**src/hdl/hyper_config.svh**
```systemverilog
// HyperBus PHY configuration
// latency, recovery, burst and read FIFO sizing shared by package and RTL

`ifndef HYPER_CONFIG_SVH
`define HYPER_CONFIG_SVH

// initial access latency in clock-enabled cycles
`define HYPER_WAIT_CYCLES 6

// chip select high time between transactions
`define HYPER_RWR_CYCLES 4

`define HYPER_BURST_WIDTH 12 // burst length counter width
`define HYPER_NR_CS 2

// read capture FIFO entries
`define HYPER_RX_DEPTH 4

`endif

```
**src/hdl/hyper_pkg.sv**
```systemverilog
// HyperBus PHY types
// bus word, byte enables, addresses, command/address word, burst,
// chip selects and the controller state encoding

`include "hyper_config.svh"

package hyper_pkg;

    typedef logic [15:0] hyper_word_t; // one DQ word per clk0
    typedef logic [1:0]  hyper_strb_t; // 1 = byte written
    typedef logic [31:0] hyper_addr_t; // word address
    typedef logic [47:0] hyper_ca_t;

    typedef logic [`HYPER_BURST_WIDTH-1:0] hyper_burst_t;
    typedef logic [`HYPER_NR_CS-1:0]       hyper_cs_t;

    // transaction controller states
    typedef enum logic [2:0] {
        STANDBY,
        CMD_ADDR,
        REG_WRITE,  // config register write without latency
        LATENCY2,   // extra latency when RWDS was high
        LATENCY,
        DATA_W,
        DATA_R,
        RECOVER
    } hyper_state_e;

endpackage

```
**src/hdl/hyper_rx_if.sv**
```systemverilog
// read path handshake between the transaction controller and the
// read capture FIFO

interface hyper_rx_if;

    logic capture_en;  // read data phase active
    logic flush;       // clear FIFO pointers
    logic almost_full; // one free entry or fewer
    logic empty;

    modport ctrl (
        output capture_en,
        output flush,
        input  almost_full,
        input  empty
    );

    modport capture (
        input  capture_en,
        input  flush,
        output almost_full,
        output empty
    );

endinterface

```
**src/hdl/cmd_addr_gen.sv**
```systemverilog
// HyperBus command/address builder
// packs direction, address space, burst type and the word address
// into the 48-bit CA word sent as three DQ words

module cmd_addr_gen (
    input  logic                  read_i,
    input  logic                  address_space_i,
    input  hyper_pkg::hyper_addr_t address_i,
    output hyper_pkg::hyper_ca_t   cmd_addr_o
);

    localparam logic LINEAR_BURST = 1'b1; // wrapped bursts not used

    always_comb begin
        cmd_addr_o = '0;
        cmd_addr_o[47] = read_i;
        cmd_addr_o[46] = address_space_i; // 1 = register space
        cmd_addr_o[45] = LINEAR_BURST;
        cmd_addr_o[44:16] = address_i[31:3]; // row and upper column
        cmd_addr_o[2:0] = address_i[2:0];    // lower column
    end

endmodule

```
**src/hdl/hyper_phy.sv**
```systemverilog
// HyperBus PHY top level
// word-level bus with a clock enable in place of the bus clock;
// the transaction controller drives the bus and the read capture
// FIFO returns read data

module hyper_phy (
    input  logic                    clk0,
    input  logic                    rst_ni,
    // transactions
    input  logic                    trans_valid_i,
    output logic                    trans_ready_o,
    input  hyper_pkg::hyper_addr_t  trans_address_i,
    input  hyper_pkg::hyper_cs_t    trans_cs_i,
    input  logic                    trans_write_i,
    input  hyper_pkg::hyper_burst_t trans_burst_i,
    input  logic                    trans_address_space_i,
    // write data
    input  logic                    tx_valid_i,
    output logic                    tx_ready_o,
    input  hyper_pkg::hyper_word_t  tx_data_i,
    input  hyper_pkg::hyper_strb_t  tx_strb_i,
    // read data
    output logic                    rx_valid_o,
    input  logic                    rx_ready_i,
    output hyper_pkg::hyper_word_t  rx_data_o,
    // bus
    output hyper_pkg::hyper_cs_t    hyper_cs_no,
    output logic                    hyper_ck_en_o,
    output hyper_pkg::hyper_word_t  hyper_dq_o,
    output logic                    hyper_dq_oe_o,
    output hyper_pkg::hyper_strb_t  hyper_rwds_o,
    output logic                    hyper_rwds_oe_o,
    input  hyper_pkg::hyper_word_t  hyper_dq_i,
    input  logic                    hyper_rwds_i
);

    hyper_rx_if rx_if ();

    hyper_trans_ctrl i_trans_ctrl (
        .clk0                  ( clk0                  ),
        .rst_ni                ( rst_ni                ),
        .trans_valid_i         ( trans_valid_i         ),
        .trans_ready_o         ( trans_ready_o         ),
        .trans_address_i       ( trans_address_i       ),
        .trans_cs_i            ( trans_cs_i            ),
        .trans_write_i         ( trans_write_i         ),
        .trans_burst_i         ( trans_burst_i         ),
        .trans_address_space_i ( trans_address_space_i ),
        .tx_valid_i            ( tx_valid_i            ),
        .tx_ready_o            ( tx_ready_o            ),
        .tx_data_i             ( tx_data_i             ),
        .tx_strb_i             ( tx_strb_i             ),
        .hyper_rwds_i          ( hyper_rwds_i          ),
        .hyper_cs_no           ( hyper_cs_no           ),
        .hyper_ck_en_o         ( hyper_ck_en_o         ),
        .hyper_dq_o            ( hyper_dq_o            ),
        .hyper_dq_oe_o         ( hyper_dq_oe_o         ),
        .hyper_rwds_o          ( hyper_rwds_o          ),
        .hyper_rwds_oe_o       ( hyper_rwds_oe_o       ),
        .rx                    ( rx_if                 )
    );

    hyper_read_capture i_read_capture (
        .clk0         ( clk0         ),
        .rst_ni       ( rst_ni       ),
        .hyper_dq_i   ( hyper_dq_i   ),
        .hyper_rwds_i ( hyper_rwds_i ),
        .rx           ( rx_if        ),
        .rx_valid_o   ( rx_valid_o   ),
        .rx_ready_i   ( rx_ready_i   ),
        .rx_data_o    ( rx_data_o    )
    );

endmodule

```
**src/hdl/hyper_read_capture.sv**
```systemverilog
// HyperBus read capture
// words qualified by RWDS during the read phase go into a small FIFO,
// which drains through the rx valid/ready handshake

`include "hyper_config.svh"

module hyper_read_capture (
    input  logic                   clk0,
    input  logic                   rst_ni,
    input  hyper_pkg::hyper_word_t hyper_dq_i,
    input  logic                   hyper_rwds_i,
    hyper_rx_if.capture            rx,
    output logic                   rx_valid_o,
    input  logic                   rx_ready_i,
    output hyper_pkg::hyper_word_t rx_data_o
);
    import hyper_pkg::*;

    localparam int DEPTH = `HYPER_RX_DEPTH;
    localparam int PTR_W = (DEPTH > 1) ? $clog2(DEPTH) : 1;
    localparam int CNT_W = $clog2(DEPTH + 1);

    hyper_word_t       mem [DEPTH];
    logic [PTR_W-1:0]  wr_ptr;
    logic [PTR_W-1:0]  rd_ptr;
    logic [CNT_W-1:0]  count;
    logic              wr_en;
    logic              rd_en;

    assign wr_en = rx.capture_en && hyper_rwds_i; // device strobes valid words
    assign rd_en = rx_valid_o && rx_ready_i;

    assign rx_valid_o = (count != '0);
    assign rx_data_o = mem[rd_ptr];
    assign rx.empty = (count == '0);
    assign rx.almost_full = (count >= CNT_W'(DEPTH - 1));

    always_ff @(posedge clk0) begin
        if (wr_en) begin
            mem[wr_ptr] <= hyper_dq_i;
        end
    end

    always_ff @(posedge clk0 or negedge rst_ni) begin
        if (!rst_ni) begin
            wr_ptr <= '0;
            rd_ptr <= '0;
            count <= '0;
        end else if (rx.flush) begin
            wr_ptr <= '0;
            rd_ptr <= '0;
            count <= '0;
        end else begin
            if (wr_en) begin
                wr_ptr <= (wr_ptr == PTR_W'(DEPTH - 1)) ? '0 : wr_ptr + 1'b1;
            end
            if (rd_en) begin
                rd_ptr <= (rd_ptr == PTR_W'(DEPTH - 1)) ? '0 : rd_ptr + 1'b1;
            end
            count <= count + CNT_W'(wr_en) - CNT_W'(rd_en);
        end
    end

    // controller must stop the bus clock before the FIFO fills
    a_no_overflow : assert property (@(posedge clk0) disable iff (!rst_ni)
        wr_en |-> (count != CNT_W'(DEPTH)))
        else $error("read FIFO written while full");

endmodule

```
**src/hdl/hyper_trans_ctrl.sv**
```systemverilog
// HyperBus transaction controller
// takes one transaction at a time, sends the command/address, counts
// the initial latency (doubled when the device asks for it), streams
// write data or enables read capture, then holds the bus in recovery.
// back-pressure stops the bus clock enable, not the state machine

`include "hyper_config.svh"

module hyper_trans_ctrl (
    input  logic                    clk0,
    input  logic                    rst_ni,
    input  logic                    trans_valid_i,
    output logic                    trans_ready_o,
    input  hyper_pkg::hyper_addr_t  trans_address_i,
    input  hyper_pkg::hyper_cs_t    trans_cs_i,
    input  logic                    trans_write_i,
    input  hyper_pkg::hyper_burst_t trans_burst_i,
    input  logic                    trans_address_space_i,
    input  logic                    tx_valid_i,
    output logic                    tx_ready_o,
    input  hyper_pkg::hyper_word_t  tx_data_i,
    input  hyper_pkg::hyper_strb_t  tx_strb_i,
    input  logic                    hyper_rwds_i,
    output hyper_pkg::hyper_cs_t    hyper_cs_no,
    output logic                    hyper_ck_en_o,
    output hyper_pkg::hyper_word_t  hyper_dq_o,
    output logic                    hyper_dq_oe_o,
    output hyper_pkg::hyper_strb_t  hyper_rwds_o,
    output logic                    hyper_rwds_oe_o,
    hyper_rx_if.ctrl                rx
);
    import hyper_pkg::*;

    localparam int CNT_MAX = (`HYPER_WAIT_CYCLES > `HYPER_RWR_CYCLES) ?
                             `HYPER_WAIT_CYCLES : `HYPER_RWR_CYCLES;
    localparam int CNT_W = $clog2(CNT_MAX + 1);

    hyper_state_e state;

    // local copy of the accepted transaction
    hyper_addr_t  local_address;
    hyper_cs_t    local_cs;
    logic         local_write;
    hyper_burst_t local_burst;
    logic         local_address_space;

    hyper_ca_t        cmd_addr;
    hyper_word_t      ca_word;
    logic [1:0]       ca_cnt;
    logic [CNT_W-1:0] cnt;        // latency and recovery
    hyper_burst_t     burst_cnt;  // words left minus one
    logic             double_lat;
    logic             trans_accept;
    logic             cs_active;

    assign trans_ready_o = (state == STANDBY);
    assign trans_accept = trans_valid_i && trans_ready_o;

    always_ff @(posedge clk0) begin
        if (trans_accept) begin
            local_address <= trans_address_i;
            local_cs <= trans_cs_i;
            local_write <= trans_write_i;
            local_burst <= trans_burst_i;
            local_address_space <= trans_address_space_i;
        end
    end

    cmd_addr_gen i_cmd_addr_gen (
        .read_i          ( ~local_write        ),
        .address_space_i ( local_address_space ),
        .address_i       ( local_address       ),
        .cmd_addr_o      ( cmd_addr            )
    );

    // most significant word first
    assign ca_word = (ca_cnt == 2'd0) ? cmd_addr[47:32] :
                     (ca_cnt == 2'd1) ? cmd_addr[31:16] : cmd_addr[15:0];

    always_ff @(posedge clk0 or negedge rst_ni) begin
        if (!rst_ni) begin
            state <= STANDBY;
            ca_cnt <= '0;
            cnt <= '0;
            burst_cnt <= '0;
            double_lat <= 1'b0;
        end else begin
            case (state)
                STANDBY: begin
                    ca_cnt <= '0;
                    if (trans_accept) state <= CMD_ADDR;
                end
                CMD_ADDR: begin
                    ca_cnt <= ca_cnt + 1'b1;
                    if (ca_cnt == 2'd1) double_lat <= hyper_rwds_i; // device latency request
                    if (ca_cnt == 2'd2) begin
                        cnt <= CNT_W'(`HYPER_WAIT_CYCLES - 1);
                        if (local_write && local_address_space) begin
                            state <= REG_WRITE;
                        end else begin
                            state <= double_lat ? LATENCY2 : LATENCY;
                        end
                    end
                end
                REG_WRITE: begin
                    if (tx_valid_i) begin
                        cnt <= CNT_W'(`HYPER_RWR_CYCLES - 1);
                        state <= RECOVER;
                    end
                end
                LATENCY2: begin
                    cnt <= cnt - 1'b1;
                    if (cnt == '0) begin
                        cnt <= CNT_W'(`HYPER_WAIT_CYCLES - 1);
                        state <= LATENCY;
                    end
                end
                LATENCY: begin
                    cnt <= cnt - 1'b1;
                    if (cnt == '0) begin
                        burst_cnt <= local_burst - 1'b1;
                        state <= local_write ? DATA_W : DATA_R;
                    end
                end
                DATA_W, DATA_R: begin
                    if (hyper_ck_en_o) begin // one word per enabled cycle
                        burst_cnt <= burst_cnt - 1'b1;
                        if (burst_cnt == '0) begin
                            cnt <= CNT_W'(`HYPER_RWR_CYCLES - 1);
                            state <= RECOVER;
                        end
                    end
                end
                RECOVER: begin
                    if (cnt != '0) begin
                        cnt <= cnt - 1'b1;
                    end else if (rx.empty) begin
                        state <= STANDBY; // wait for the reader to drain
                    end
                end
                default: state <= STANDBY;
            endcase
        end
    end

    assign cs_active = (state != STANDBY) && (state != RECOVER);
    assign hyper_cs_no = ~(local_cs & {`HYPER_NR_CS{cs_active}});

    assign rx.capture_en = (state == DATA_R);
    assign rx.flush = (state == RECOVER) && rx.empty; // realign pointers once drained

    always_comb begin
        hyper_ck_en_o = 1'b0;
        hyper_dq_o = '0;
        hyper_dq_oe_o = 1'b0;
        hyper_rwds_o = '0;
        hyper_rwds_oe_o = 1'b0;
        tx_ready_o = 1'b0;
        case (state)
            CMD_ADDR: begin
                hyper_ck_en_o = 1'b1;
                hyper_dq_oe_o = 1'b1;
                hyper_dq_o = ca_word;
            end
            REG_WRITE: begin
                hyper_ck_en_o = tx_valid_i; // no RWDS masking for registers
                hyper_dq_oe_o = 1'b1;
                hyper_dq_o = tx_data_i;
                tx_ready_o = 1'b1;
            end
            LATENCY2, LATENCY: hyper_ck_en_o = 1'b1;
            DATA_W: begin
                hyper_ck_en_o = tx_valid_i;
                hyper_dq_oe_o = 1'b1;
                hyper_dq_o = tx_data_i;
                hyper_rwds_oe_o = 1'b1;
                hyper_rwds_o = ~tx_strb_i; // high masks the byte
                tx_ready_o = 1'b1;
            end
            DATA_R: hyper_ck_en_o = !rx.almost_full;
            default: ;
        endcase
    end

    a_burst_nonzero : assert property (@(posedge clk0) disable iff (!rst_ni)
        trans_accept |-> (trans_burst_i != '0))
        else $error("transaction accepted with zero burst");

    a_cs_idle : assert property (@(posedge clk0) disable iff (!rst_ni)
        (state == STANDBY) |-> (&hyper_cs_no))
        else $error("chip select low in standby");

    // tx only drains during write phases of a write transaction
    a_tx_phase : assert property (@(posedge clk0) disable iff (!rst_ni)
        tx_ready_o |-> (state inside {REG_WRITE, DATA_W}) && local_write)
        else $error("tx_ready_o outside a write data phase");

endmodule

```
**config.mk**
```make
export PLATFORM = sky130hd
export DESIGN_NAME = hyper_phy
export DESIGN_NICKNAME = d
export VERILOG_FILES = /design/src/hdl/hyper_pkg.sv /design/src/hdl/hyper_rx_if.sv /design/src/hdl/cmd_addr_gen.sv /design/src/hdl/hyper_phy.sv /design/src/hdl/hyper_read_capture.sv /design/src/hdl/hyper_trans_ctrl.sv
export VERILOG_INCLUDE_DIRS = /design/src /design/src/hdl
export SDC_FILE = /design/constraint.sdc
export NUM_CORES = 1
export LEC_CHECK = 0
export ABC_AREA = 1
export BUFFER_PORTS_ARGS = -buffer_cell sky130_fd_sc_hd__buf_4
export CAP_MARGIN = 20
export CORE_MARGIN = 2
export CORE_UTILIZATION = 50
export DETAILED_ROUTE_END_ITERATION = 7
export PLACE_DENSITY = 0.73
export SYNTH_ARGS = -nofsm -noshare
export SYNTH_HDL_FRONTEND = slang
export SYNTH_HIERARCHICAL = 1
export SYNTH_SLANG_ARGS = --single-unit
```
**constraint.sdc**
```tcl
create_clock -name clk0 -period 5.55 [get_ports clk0]
set_clock_uncertainty 0.05 [all_clocks]
set_input_delay 1.11 -clock clk0 [delete_from_list [all_inputs] [get_ports clk0]]
set_output_delay 1.11 -clock clk0 [all_outputs]
set_load 0.01 [all_outputs]
```
==> impl_summary.md <==
Power
The switching part of the total power is 0.378. The internal portion of the total power is roughly 2.8 mW. Summed over all cells, the static leakage comes to between 3 and 4 nW. The maximum ir drop on the vdd rail is 0.000272 V. The power spent charging and discharging nets is 1.69 mW.

The sum of internal, switching and leakage power is between 4 and 5 mW. The fraction of power consumed by sequential logic is 0.329. The clock network fraction of total power is 0.248. The share of total power dissipated in combinational logic is 0.423. Power spread over the standard cell area amounts to about 530 nW/µm².

Clocking
The post-cts resize count is 0. The clock passes through at most 2 buffers. TritonCTS built the clock tree. The post-CTS clock slew at the launch and capture registers of the worst setup and hold paths is ~0.060 ns.

The clock root buffer is sky130_fd_sc_hd__clkbuf_16. Buffers added to address setup during post-CTS repair amount to 0. After clock tree synthesis, the flow added hold-fix buffers numbering 0. The CTS sink count is 140. Clock tree synthesis inserted a total of 17 buffers. The clock latency on the worst-skew pair is approximately 0.42 ns. The clock tree synthesis step divided the H-tree into 4 levels.

Setup path
The maximum fanout count along the critical path is 17. The dominant delay contributor by cell family on the critical path is adder cells. The worst register-to-register path has a depth of 10. The launching element type of the critical path is a register. The worst setup path is captured at a primary output. The buffers plus inverters on the worst setup path is 2. The startpoint identified for the worst register-to-register timing path is i_trans_ctrl/state[2]. The source of the critical timing path is i_trans_ctrl/ca_cnt[1]. On the critical path, the stage with the largest delay is an instance of sky130_fd_sc_hd__ha_1. The data arrival time of the critical path is 2.38 ns.

The critical path goes through inv_1 > ha_1 > mux2_2 > mux2i_1 > o21ai_0 > buf_4. The logic depth of the worst setup path including buffers is 6. In this run the register-to-register setup slack is 2.85 ns. The critical path class is reg2out. The end of the worst register-to-register path is i_read_capture/count[2]. Following the worst setup path forward leads to its endpoint at hyper_dq_o[1].

The delay of the slowest cell on the worst path is about 0.67 ns. The endpoint required time on the critical path is about 4.4 ns.

Synthesis
The post-synthesis instance area is around 7100 µm². The count of state elements after synthesis is 140. Of all flip-flops after synthesis, the portion carrying an async set or reset was 0.200. Among all flip-flop cells after synthesis, the most frequent one is sky130_fd_sc_hd__edfxtp_1. The synthesized area divided by synthesized cell count is 10.5 µm². The post-synthesis cell type count is 36.

The sequential-to-total area share from yosys stat is 0.574. The post-synthesis instance total is 674. Yosys printed 6 warnings. The synthesized design contains 112 enable-type register cells.

Placement
Input and output buffers added on the ports amount to around 130. After legalization and detailed placement, the total HPWL measured 9.10 mm. The last weighted congestion value of the routability-driven placer is around 0.85. The placed cell count is a little over 900.

Run
Across the run, the number of max-cap violations was 0.

Layout
The area of the multi-input gates is around 2200 µm². The sequential cell area is slightly above 4000 µm². In the final design database the tool counted roughly 870 nets. The number of diodes is 0. The post-synthesis to final-layout area growth is 19.3%. After filler insertion, the fill cell instance count of the layout stands at around 1.1k. Of the cells placed in the final design, the portion with a size suffix greater than 1 is 0.276.

The number of standard cells in the layout, taps in and fillers out is 962.

Routing
The first-pass iteration count of the detailed router is 4. The wire length reported by the detailed router is approximately 13 mm. The DRC violations left is 0. For this block, the via count after detailed routing is about 4.8k.

The number of DRC markers after the initial detailed-route iteration is a little under 300. The remaining antenna violation count after routing is 0. The detail-routed via count per cell is 4.97. After detailed routing, the average wire length per cell comes to around 14 µm.

Global routing
The initial antenna violation count is 0. The number of global-route vias before repair was 4697. The pin count of the biggest net entering global routing is 68. The global-route total usage across every layer is 0.188. Summed over all layers, the global routing overflow is 0.

The global-route wire length before repair is 21.5 mm.

Status
The run finished with clean final reports.

Die
The initialized floorplan defines 43 standard-cell rows. The initial core utilization is 0.510. The die covers about 15000 µm². From bottom edge to top edge, the die measures approximately 120 µm. The floorplan step set the die width to roughly 120 µm. The core region is about 14000 µm². In this run the count of I/O pins placed on the die edge is 130.

Timing
The count of final max-slew check failures is 0. The maximum achievable frequency is around 280 MHz. The number of failing hold endpoints at the final stage is 0. Final hold analysis gives a worst-case slack of 0.435 ns. The final period demand of the worst path is around 3.5 ns. Of the available clock period, the critical path in the final layout requires 0.638.

For the pin with the worst max-slew slack, the measured transition is a little under 1 ns. Setup violations remaining at the end of the flow were counted as 0. For the final routed database, the setup TNS stands at 0 ns. Measured against its own limit, the worst slew margin works out to 0.356. Setup repair after global routing left no endpoint under its margin.

Min path
The min-delay analysis places its worst path in the category reg2reg.
==> metal layers <==
layer	share of wire	track usage	vias to the layer above
met5	0	0	-
met4	0.016	0.0788	0
met3	0.067	0.0687	16
met2	0.50	0.318	154
met1	0.42	0.215	2210
li1	-	-	2398
==> worst min-delay path, cell delays in order (launching register included) <==
cell,delay (ns)
sky130_fd_sc_hd__dfrtp_1,0.34
sky130_fd_sc_hd__nand2_1,0.05
sky130_fd_sc_hd__o21ai_0,0.06
==> how the worst min path moves through the flow <==
stage                               startpoint                    endpoint  slack, ns  cells past startpoint
floorplan            i_trans_ctrl/burst_cnt[9]   i_trans_ctrl/burst_cnt[9]       0.40                      2
global placement    i_trans_ctrl/burst_cnt[10]  i_trans_ctrl/burst_cnt[10]       0.42                      2
finish                     i_trans_ctrl/cnt[0]         i_trans_ctrl/cnt[0]       0.43                      2
detailed placement         i_trans_ctrl/cnt[0]         i_trans_ctrl/cnt[0]       0.42                      2
CTS                        i_trans_ctrl/cnt[0]         i_trans_ctrl/cnt[0]       0.44                      2
global route        i_trans_ctrl/burst_cnt[11]  i_trans_ctrl/burst_cnt[11]       0.46                      2
==> placed cells by master, fill, tap and decap left out, drive strengths merged, types with 2 or more instances in the layout <==
master,count
a21oi,23
buf,136
bufinv,2
clkbuf,17
clkinv,5
clkinvlp,4
conb,14
dfrtp,28
edfxtp,112
ha,14
inv,94
mux2,16
mux2i,16
nand2,134
nand3,24
nand3b,9
nand4,11
nor2,36
nor4,2
o211ai,17
o21a,3
o21ai,57
xor2,4
==> area by class of cell <==
class                   instances  area share
flip-flops and latches        140       0.481
multi-input cells             384       0.260
repair buffers                136       0.122
clock buffers                  17      0.0503
inverters                      90      0.0401
well taps                     180      0.0266
clock inverters                15      0.0194
==> power groups by stage <==
| stage | clock network, mW | registers (mW) | logic, mW |
|---|---|---|---|
| floorplan | 0 | 1.43 | 1.45 |
| CTS | 1.14 | 1.52 | 1.86 |
| detailed placement | 0 | 1.54 | 1.85 |
| global route | 1.19 | 1.50 | 2.13 |
| finish | 1.11 | 1.48 | 1.90 |
| global placement | 0 | 1.52 | 1.78 |
==> cell families (layout without fill, tap and decap cells) <==
logic type,after synthesis,in the layout,synth area share
compound gates,101,101,0.0848
xor+xnor,5,5,0.00618
fa+ha+maj,15,15,0.0276
buf+inv,162,258,0.123
flops,140,140,0.574
mux,32,32,0.0480
other cells,2,14,0.00106
simple gates,217,217,0.136
==> cells in the mapped netlist, drive strengths merged (9+ instances only) <==
| library cell | number | share of area |
|---|---|---|
| a21oi | 23 | 0.022 |
| edfxtp | 112 | 0.47 |
| buf | 68 | 0.073 |
| nand2 | 134 | 0.073 |
| nand3 | 24 | 0.018 |
| dfrtp | 28 | 0.099 |
| o211ai | 17 | 0.018 |
| nand3b | 9 | 0.0095 |
| mux2i | 16 | 0.023 |
| mux2 | 16 | 0.025 |
| o21ai | 57 | 0.041 |
| nand4 | 11 | 0.0097 |
| ha | 14 | 0.025 |
| inv | 89 | 0.047 |
| nor2 | 36 | 0.023 |
==> per-stage QoR <==
step	setup slack, ns	cell area (µm²)	util
finish	2.01	8450	0.609
global route	1.83	8450	0.609
CTS	1.94	8430	0.608
detailed placement	2.42	7840	0.565
global placement	2.47	7840	0.565
floorplan	1.88	7130	-
==> flip-flops by register name, indices dropped and copies added, names as in the netlist <==
register and flops:
i_read_capture/mem 64, i_trans_ctrl/local_address 32, i_trans_ctrl/burst_cnt 12, i_trans_ctrl/local_burst 12, i_read_capture/count 3, i_trans_ctrl/cnt 3
i_trans_ctrl/state 3, i_read_capture/rd_ptr 2, i_read_capture/wr_ptr 2, i_trans_ctrl/ca_cnt 2, i_trans_ctrl/local_cs 2, i_trans_ctrl/double_lat 1
i_trans_ctrl/local_address_space 1, i_trans_ctrl/local_write 1
(Power assumes the default switching activity.)
